File: src/design/core_pkg.sv
// Core uncore package with widths, bus structs, register map and IO FSM states
package core_pkg;

	localparam int THREADS_PER_CORE = 4;	// Hardware threads per core
	localparam int NUM_COUNTERS = 4;	// Event counter slots

	typedef logic [31:0] scalar_t;	// Data or address word
	typedef logic [$clog2(THREADS_PER_CORE)-1:0] thread_idx_t;	// Thread number
	typedef logic [THREADS_PER_CORE-1:0] thread_bitmap_t;	// One bit per thread
	typedef logic [3:0] creg_idx_t;	// Control register number

	// Upper address half that maps to the control registers
	localparam logic [15:0] CREG_REGION = 16'hffff;

	localparam creg_idx_t CR_THREAD_ENABLE = 4'd0;	// Read-write
	localparam creg_idx_t CR_CORE_ID = 4'd1;	// Read-only
	localparam creg_idx_t CR_PERF_BASE = 4'd8;	// Counter n at base + n

	localparam int EV_CREG_ACCESS = 0;	// Any control register access
	localparam int EV_IO_READ = 1;	// IO load accepted
	localparam int EV_IO_WRITE = 2;	// IO store accepted
	localparam int EV_IO_STALL = 3;	// IO request held off by device

	// Core access request, 67 bits
	typedef struct packed {
		thread_idx_t thread;	// Issuing thread
		scalar_t addr;
		logic store;	// 1 = store, 0 = load
		scalar_t data;	// Store data
	} access_req_t;

	// Core access response, 34 bits
	typedef struct packed {
		thread_idx_t thread;
		scalar_t data;	// Load data or echoed store data
	} access_rsp_t;

	// External IO bus request
	typedef struct packed {
		thread_idx_t thread;
		scalar_t addr;
		logic store;
		scalar_t data;
	} io_req_t;

	// External IO bus response
	typedef struct packed {
		scalar_t data;
	} io_rsp_t;

	// IO request sequencing
	typedef enum logic [1:0] {
		IO_IDLE,	// Nothing outstanding
		IO_ISSUE,	// Request on the bus, device not ready yet
		IO_WAIT	// Request taken, waiting for response
	} io_state_t;

endpackage

File: src/design/access_router.sv
// Access router that decodes core accesses to control registers or IO and returns responses
`timescale 1ns/1ns

module access_router (
	input clk,
	input rst_n,
	input core_pkg::access_req_t req,
	input req_valid,
	output logic req_ready,
	output core_pkg::access_rsp_t rsp,
	output logic rsp_valid,
	input rsp_ready,
	output core_pkg::io_req_t io_fwd,
	output logic io_fwd_valid,
	input io_fwd_ready,
	input io_done,
	input core_pkg::scalar_t io_done_data,
	output logic creg_en,
	output logic creg_store,
	output core_pkg::creg_idx_t creg_idx,
	output core_pkg::scalar_t creg_wdata,
	input core_pkg::scalar_t creg_rdata,
	output logic [core_pkg::NUM_COUNTERS-1:0] perf_event
);

	logic busy;	// Access in progress or response held
	logic accept;
	logic is_creg;

	assign req_ready = !busy;	// One access at a time
	assign accept = req_valid && req_ready;
	assign is_creg = req.addr[31:16] == core_pkg::CREG_REGION;

	always_ff @(posedge clk) begin
		if (!rst_n) begin
			busy <= 1'b0;
			creg_en <= 1'b0;
			io_fwd_valid <= 1'b0;
			rsp_valid <= 1'b0;
			perf_event <= '0;
		end else begin
			if (accept)
				busy <= 1'b1;
			else if (rsp_valid && rsp_ready)
				busy <= 1'b0;	// Free once requester takes response

			creg_en <= accept && is_creg;	// Register access one cycle after accept

			if (accept && !is_creg)
				io_fwd_valid <= 1'b1;
			else if (io_fwd_ready)
				io_fwd_valid <= 1'b0;	// Dropped when device takes it

			if (creg_en || io_done)
				rsp_valid <= 1'b1;
			else if (rsp_ready)
				rsp_valid <= 1'b0;

			// Pulses lag acceptance by one cycle
			perf_event[core_pkg::EV_CREG_ACCESS] <= accept && is_creg;
			perf_event[core_pkg::EV_IO_READ] <= accept && !is_creg && !req.store;
			perf_event[core_pkg::EV_IO_WRITE] <= accept && !is_creg && req.store;
			perf_event[core_pkg::EV_IO_STALL] <= io_fwd_valid && !io_fwd_ready;
		end
	end

	// Payload capture, held steady while busy
	always_ff @(posedge clk) begin
		if (accept) begin
			rsp.thread <= req.thread;
			creg_store <= req.store;
			creg_idx <= req.addr[5:2];	// Word-aligned register offset
			creg_wdata <= req.data;
			io_fwd.thread <= req.thread;
			io_fwd.addr <= req.addr;
			io_fwd.store <= req.store;
			io_fwd.data <= req.data;
		end

		if (creg_en)
			rsp.data <= creg_store ? creg_wdata : creg_rdata;	// Store echoes its data
		else if (io_done)
			rsp.data <= io_done_data;
	end

endmodule

File: src/design/control_registers.sv
// Control register file with thread enables, core identifier, counter views and halt
`timescale 1ns/1ns

module control_registers #(
	parameter int CORE_ID = 0
) (
	input clk,
	input rst_n,
	input creg_en,
	input creg_store,
	input core_pkg::creg_idx_t creg_idx,
	input core_pkg::scalar_t creg_wdata,
	output core_pkg::scalar_t creg_rdata,
	input core_pkg::scalar_t [core_pkg::NUM_COUNTERS-1:0] counter_values,
	output logic processor_halt
);

	core_pkg::thread_bitmap_t thread_enable;	// One bit per runnable thread
	logic enable_write;

	// Only the enable bitmap is writable
	assign enable_write = creg_en && creg_store && creg_idx == core_pkg::CR_THREAD_ENABLE;

	always_ff @(posedge clk) begin
		if (!rst_n)
			thread_enable <= core_pkg::thread_bitmap_t'(1);	// Thread 0 runs out of reset
		else if (enable_write)
			thread_enable <= creg_wdata[core_pkg::THREADS_PER_CORE-1:0];
	end

	// Read mux, unmapped indices return zero
	always_comb begin
		creg_rdata = '0;
		case (creg_idx)
			core_pkg::CR_THREAD_ENABLE:
				creg_rdata = core_pkg::scalar_t'(thread_enable);	// Zero-extended bitmap
			core_pkg::CR_CORE_ID:
				creg_rdata = core_pkg::scalar_t'(CORE_ID);
			default: begin
				for (int n = 0; n < core_pkg::NUM_COUNTERS; n++) begin
					if (creg_idx == core_pkg::creg_idx_t'(core_pkg::CR_PERF_BASE + n))
						creg_rdata = counter_values[n];	// Counter window
				end
			end
		endcase
	end

	assign processor_halt = thread_enable == '0;	// No thread left running

endmodule

File: src/design/io_request_fsm.sv
// IO request sequencer that issues one bus request and collects its response
`timescale 1ns/1ns

module io_request_fsm (
	input clk,
	input rst_n,
	input core_pkg::io_req_t io_fwd,
	input io_fwd_valid,
	output logic io_fwd_ready,
	output core_pkg::io_req_t io_request,
	output logic io_request_valid,
	input io_ready,
	input core_pkg::io_rsp_t io_response,
	input io_response_valid,
	output logic io_done,
	output core_pkg::scalar_t io_done_data
);

	core_pkg::io_state_t state;
	core_pkg::io_req_t req_q;	// Copy of the request in flight
	logic issue_phase;	// Request may be on the bus

	assign issue_phase = state == core_pkg::IO_IDLE || state == core_pkg::IO_ISSUE;

	// First cycle goes straight out from the router register
	assign io_request = state == core_pkg::IO_IDLE ? io_fwd : req_q;
	assign io_request_valid = (state == core_pkg::IO_IDLE && io_fwd_valid)
		|| state == core_pkg::IO_ISSUE;

	// Router request completes together with the bus transfer
	assign io_fwd_ready = issue_phase && io_ready;

	// Completion strobe in the cycle the response is sampled
	assign io_done = state == core_pkg::IO_WAIT && io_response_valid;
	assign io_done_data = req_q.store ? req_q.data : io_response.data;

	always_ff @(posedge clk) begin
		if (!rst_n) begin
			state <= core_pkg::IO_IDLE;
		end else begin
			case (state)
				core_pkg::IO_IDLE: begin
					if (io_fwd_valid) begin
						if (io_ready)
							state <= core_pkg::IO_WAIT;	// Taken on first cycle
						else
							state <= core_pkg::IO_ISSUE;
					end
				end

				core_pkg::IO_ISSUE: begin
					if (io_ready)
						state <= core_pkg::IO_WAIT;
				end

				core_pkg::IO_WAIT: begin
					if (io_response_valid)
						state <= core_pkg::IO_IDLE;	// Late responses ignored in idle
				end

				default:
					state <= core_pkg::IO_IDLE;
			endcase
		end
	end

	// Latch on launch
	always_ff @(posedge clk) begin
		if (state == core_pkg::IO_IDLE && io_fwd_valid)
			req_q <= io_fwd;
	end

endmodule

File: src/design/performance_counters.sv
// Free-running event counters, one per event slot
`timescale 1ns/1ns

module performance_counters (
	input clk,
	input rst_n,
	input [core_pkg::NUM_COUNTERS-1:0] perf_event,
	output core_pkg::scalar_t [core_pkg::NUM_COUNTERS-1:0] counter_values
);

	always_ff @(posedge clk) begin
		if (!rst_n) begin
			counter_values <= '0;
		end else begin
			for (int i = 0; i < core_pkg::NUM_COUNTERS; i++) begin
				if (perf_event[i])
					counter_values[i] <= counter_values[i] + 32'd1;	// Wraps at 2^32
			end
		end
	end

endmodule

File: src/design/core_uncore.sv
// Uncore top level joining access routing, control registers, IO path and counters
`timescale 1ns/1ns

module core_uncore #(
	parameter int CORE_ID = 0
) (
	input clk,
	input rst_n,

	// Core access port
	input core_pkg::access_req_t req,
	input req_valid,
	output logic req_ready,
	output core_pkg::access_rsp_t rsp,
	output logic rsp_valid,
	input rsp_ready,

	// Non-cacheable IO bus
	output core_pkg::io_req_t io_request,
	output logic io_request_valid,
	input io_ready,
	input core_pkg::io_rsp_t io_response,
	input io_response_valid,

	output logic processor_halt
);

	core_pkg::io_req_t io_fwd;	// Router to IO FSM
	logic io_fwd_valid;
	logic io_fwd_ready;
	logic io_done;	// IO completion strobe
	core_pkg::scalar_t io_done_data;
	logic creg_en;
	logic creg_store;
	core_pkg::creg_idx_t creg_idx;
	core_pkg::scalar_t creg_wdata;
	core_pkg::scalar_t creg_rdata;
	logic [core_pkg::NUM_COUNTERS-1:0] perf_event;	// One pulse per slot
	core_pkg::scalar_t [core_pkg::NUM_COUNTERS-1:0] counter_values;

	access_router access_router_inst (
		.clk(clk),
		.rst_n(rst_n),
		.req(req),
		.req_valid(req_valid),
		.req_ready(req_ready),
		.rsp(rsp),
		.rsp_valid(rsp_valid),
		.rsp_ready(rsp_ready),
		.io_fwd(io_fwd),
		.io_fwd_valid(io_fwd_valid),
		.io_fwd_ready(io_fwd_ready),
		.io_done(io_done),
		.io_done_data(io_done_data),
		.creg_en(creg_en),
		.creg_store(creg_store),
		.creg_idx(creg_idx),
		.creg_wdata(creg_wdata),
		.creg_rdata(creg_rdata),
		.perf_event(perf_event)
	);

	control_registers #(.CORE_ID(CORE_ID)) control_registers_inst (
		.clk(clk),
		.rst_n(rst_n),
		.creg_en(creg_en),
		.creg_store(creg_store),
		.creg_idx(creg_idx),
		.creg_wdata(creg_wdata),
		.creg_rdata(creg_rdata),
		.counter_values(counter_values),
		.processor_halt(processor_halt)
	);

	io_request_fsm io_request_fsm_inst (
		.clk(clk),
		.rst_n(rst_n),
		.io_fwd(io_fwd),
		.io_fwd_valid(io_fwd_valid),
		.io_fwd_ready(io_fwd_ready),
		.io_request(io_request),
		.io_request_valid(io_request_valid),
		.io_ready(io_ready),
		.io_response(io_response),
		.io_response_valid(io_response_valid),
		.io_done(io_done),
		.io_done_data(io_done_data)
	);

	performance_counters performance_counters_inst (
		.clk(clk),
		.rst_n(rst_n),
		.perf_event(perf_event),
		.counter_values(counter_values)
	);

endmodule

File: config.mk
export PLATFORM = sky130hd
export DESIGN_NAME = core_uncore
export DESIGN_NICKNAME = d
export VERILOG_FILES = /design/src/design/core_pkg.sv /design/src/design/access_router.sv /design/src/design/control_registers.sv /design/src/design/io_request_fsm.sv /design/src/design/performance_counters.sv /design/src/design/core_uncore.sv
export SDC_FILE = /design/constraint.sdc
export NUM_CORES = 1
export LEC_CHECK = 0
export ABC_CLOCK_PERIOD_IN_PS = 6100
export BUFFER_PORTS_ARGS = -buffer_cell sky130_fd_sc_hd__buf_2
export CAP_MARGIN = 20
export CORE_UTILIZATION = 35
export DETAILED_ROUTE_END_ITERATION = 12
export PLACE_DENSITY = 0.6
export SLEW_MARGIN = 15
export SYNTH_ARGS = -nofsm -noshare
export SYNTH_HDL_FRONTEND = slang
export SYNTH_HIERARCHICAL = 1
export SYNTH_SLANG_ARGS = --single-unit
File: constraint.sdc
create_clock -name clk -period 6.1 [get_ports clk]
set_clock_uncertainty 0.2 [all_clocks]
set_input_delay 0.305 -clock clk [delete_from_list [all_inputs] [get_ports clk]]
set_output_delay 0.305 -clock clk [all_outputs]
set_load 0.01 [all_outputs]
==> flow_metrics.tcl <==
set metrics [dict create \
    synth_area_leader_cell "sky130_fd_sc_hd__edfxtp_1" \
    setup_slack_ns 3.126 \
    outcome "complete, no violations" \
    tritoncts "done" \
    final-max-slew-violation-count 0 \
    drc 0 \
    total_area_of_multi_input_combinational_cells_um2 6355 \
    grt_pass1_wl_mm 59.44 \
    transition_at_the_pin_with_the_smallest_max_transition_slack_ns 1.055 \
    globalRouteTotalUtil_pct 17.02 \
    die_y_um 208.5 \
    rr_worst_depth 3 \
    clk_path_buf_depth 3 \
    cp_data_arrival_time_ns 2.47 \
    timing.rr.end "io_request_fsm_inst/req_q[28]" \
    antenna_violating_nets_post_route 0 \
    grt_remaining_overflow 0 \
    p_leak_nw 6.337 \
    io_buffers 209 \
    layout.nets 1613 \
    die_w_um 208.5 \
    setup.worst_path.end_class "primary output" \
    path_clk_slew_ns 0.06 \
    max-vdd-ir-drop_uv 155.8 \
    yosys_warnings 6 \
    cts_root_buffer "sky130_fd_sc_hd__clkbuf_16" \
    routed_wire_length_per_instance_um 18.19 \
    syn_nets 1392 \
    timing.setup.tns_ns 0 \
    finalWeightedCongestion 0.8702 \
    floorplan.core_area_um2 42040 \
    top_usage_layer "met2" \
    netlist_instances 1283 \
    synth_most_common_cell "sky130_fd_sc_hd__edfxtp_1" \
    clock-sinks 307 \
    route.detailed.vias_per_inst 5.294 \
    start_kind "flip-flop" \
    power.density_nw_per_um2 259.0 \
    die_area_um2 43480 \
    layout-drive-gt1-share_pct 26.60 \
    cts_setup_buffers 0 \
    crit_type "reg2out" \
    rsz0062_at_grt "false" \
    final-setup-viol-count 0 \
    detail_route.wirelength_mm 37.64 \
    n_antenna_cell 0 \
    holdCritStartpoint "io_response[0]" \
    post-synth-top-area-fraction_pct 33.39 \
    sequential_cell_area_um2 7809 \
    largest_net_degree_at_the_start_of_global_routing 76 \
    drt_iter0_markers 837 \
    yosysSeqAreaShare_pct 52.30 \
    cts_buf_count 35 \
    cts_max_level 2 \
    num_rows 75 \
    antenna_violations_before_repair 0 \
    met1_usage_pct 24.39 \
    global_route.usage.met3_pct 2.249 \
    synthDistinctLibCells 57 \
    type_of_the_tightest_min_delay_check "in2reg" \
    hold_worst_path_end "access_router_inst/rsp[0]" \
    r2r-start "io_request_fsm_inst/state[1]" \
    routed-via-count 10953 \
    synth.avg_cell_area_um2 11.64 \
    synth_top_cells_by_count "sky130_fd_sc_hd__edfxtp_1, sky130_fd_sc_hd__dfxtp_1, sky130_fd_sc_hd__a21oi_1" \
    ys_seq_elements 307 \
    synthFlopType "sky130_fd_sc_hd__edfxtp_1" \
    crit_path_max_fanout 68 \
    starting_density_of_the_core_pct 35.51 \
    finalWorstPathRequiredPeriod_ns 2.974 \
    total_power_mw 4.619 \
    finalHoldViolCount 0 \
    fillers 3869 \
    timing.max_cap.violations 0 \
    syn_area_um2 14930 \
    cp_data_required_time_ns 5.59 \
    layout-area-overhead-vs-synth_pct 19.45 \
    reg2reg_setup_slack_ns 3.23 \
    drtPass1Iterations 5 \
    synth.top_cells.by_area "sky130_fd_sc_hd__edfxtp_1, sky130_fd_sc_hd__dfxtp_1, sky130_fd_sc_hd__mux2_2" \
    clk-insertion-delay-late_ns 0.53 \
    fmaxAchievable_mhz 336.2 \
    max_slew_margin_pct 29.70 \
    cts_resized 0 \
    design.portCount 210 \
    dp_slack_ns 3.215 \
    number_of_synthesized_flops_with_an_enable_pin 166 \
    timing.final.crit_share_pct 48.76 \
    worstHoldPathCells 4 \
    synth_async_sr_flop_share_pct 0 \
    dp_hpwl_mm 25.27 \
    first_global_vias 10576 \
    grtUsageMet2_pct 26.99 \
]
metrics by stage:
| step | hold slack [ns] | util (%) | instance area (um2) | std cells |
|---|---|---|---|---|
| finish | 0.02641 | 42.42 | 17830 | 2069 |
| global route | 0.03012 | 42.42 | 17830 | 2069 |
| CTS | 0.003920 | 42.39 | 17820 | 2068 |
| detailed placement | 0.2354 | 38.19 | 16060 | 1932 |
| global placement | 0.2322 | 38.19 | 16060 | 1932 |
| floorplan | 0.1774 | - | 14930 | 1283 |
routing by layer:
layer  vias to the layer above  part of all wire (%)
met5                         -                     0
met4                         0                   1.7
met3                        43                   5.4
met2                       304                    46
met1                      5354                    47
li1                       5252                     -
timing repair:
item,4_1_cts,5_1_grt
endpoints found under the hold margin,75,0
endpoints found under the setup margin,0,0
hold buffers,73,0
power by group:
| part | switching [mW] | internal, mW | total, mW | leakage, nW |
|---|---|---|---|---|
| clock | 0.832 | 1.11 | 1.94 | 0.503 |
| sequential | 0.0337 | 2.26 | 2.29 | 2.69 |
| combinational | 0.200 | 0.191 | 0.391 | 3.15 |
cells in the final DEF, fill, tap and decap left out, types with 25 or more instances in the layout:
cell / n
sky130_fd_sc_hd__nand4_1: 39
sky130_fd_sc_hd__edfxtp_1: 166
sky130_fd_sc_hd__o31ai_1: 40
sky130_fd_sc_hd__or4_1: 46
sky130_fd_sc_hd__dlygate4sd3_1: 73
sky130_fd_sc_hd__xnor2_1: 26
sky130_fd_sc_hd__buf_2: 209
sky130_fd_sc_hd__nor2_1: 86
sky130_fd_sc_hd__inv_1: 25
sky130_fd_sc_hd__mux2i_1: 53
sky130_fd_sc_hd__nand2_1: 66
sky130_fd_sc_hd__or3_1: 25
sky130_fd_sc_hd__clkbuf_16: 35
sky130_fd_sc_hd__dfxtp_1: 140
sky130_fd_sc_hd__mux4_2: 29
sky130_fd_sc_hd__and2_1: 33
sky130_fd_sc_hd__mux2_2: 80
sky130_fd_sc_hd__a21oi_1: 96
sky130_fd_sc_hd__nand3_1: 42
cell type report:
cell class,count,share of cell area [%]
clock buffers,52,5.437
inverters,26,0.5473
repair buffers,293,10.45
multi-input cells,841,35.63
well taps,539,3.782
flip-flops and latches,307,43.79
clock inverters,11,0.3648
logic make-up (layout without fill, tap and decap cells):
kind of cell,Yosys count,count (layout),synth area share [%]
AOI/OAI and AO/OA,179,179,7.132
xor gates and xnor gates,43,43,2.523
adders and majority gates,4,4,0.3352
buffers and inverters,135,382,5.238
DFF,307,307,52.30
muxes,183,183,16.23
and+or+nand+nor,432,432,16.25
critical path: stages, from the launching register on:
cell and delay, ns:
sky130_fd_sc_hd__dfxtp_1 0.38, sky130_fd_sc_hd__nor2_4 0.12, sky130_fd_sc_hd__buf_4 0.78, sky130_fd_sc_hd__mux2_2 0.46, sky130_fd_sc_hd__buf_2 0.15
state kept, by name (all words and copies together), names as in the netlist:
register,cells
access_router_inst/io_fwd_valid,1
access_router_inst/perf_event,4
access_router_inst/rsp_valid,1
io_request_fsm_inst/req_q,67
access_router_inst/creg_wdata,32
access_router_inst/creg_store,1
access_router_inst/busy,1
access_router_inst/rsp,32
access_router_inst/io_fwd,34
control_registers_inst/thread_enable,4
io_request_fsm_inst/state,2
performance_counters_inst/counter_values,128
how the worst max path moves through the flow:
| stage | start | to | depth (start not counted) | slack, ns |
|---|---|---|---|---|
| after floorplan | access_router_inst/busy | access_router_inst/creg_store | 1 | 2.08 |
| after global placement | io_request_fsm_inst/state[1] | io_request_fsm_inst/req_q[35] | 3 | 3.21 |
| after detailed placement | io_request_fsm_inst/state[1] | io_request_fsm_inst/req_q[35] | 3 | 3.22 |
| after CTS | io_request_fsm_inst/state[1] | io_request[12] | 4 | 3.10 |
| after global routing | io_request_fsm_inst/state[1] | io_request[12] | 4 | 3.04 |
| final | io_request_fsm_inst/state[1] | io_request[12] | 4 | 3.13 |
No activity file was read; power rests on OpenSTA's default activity.
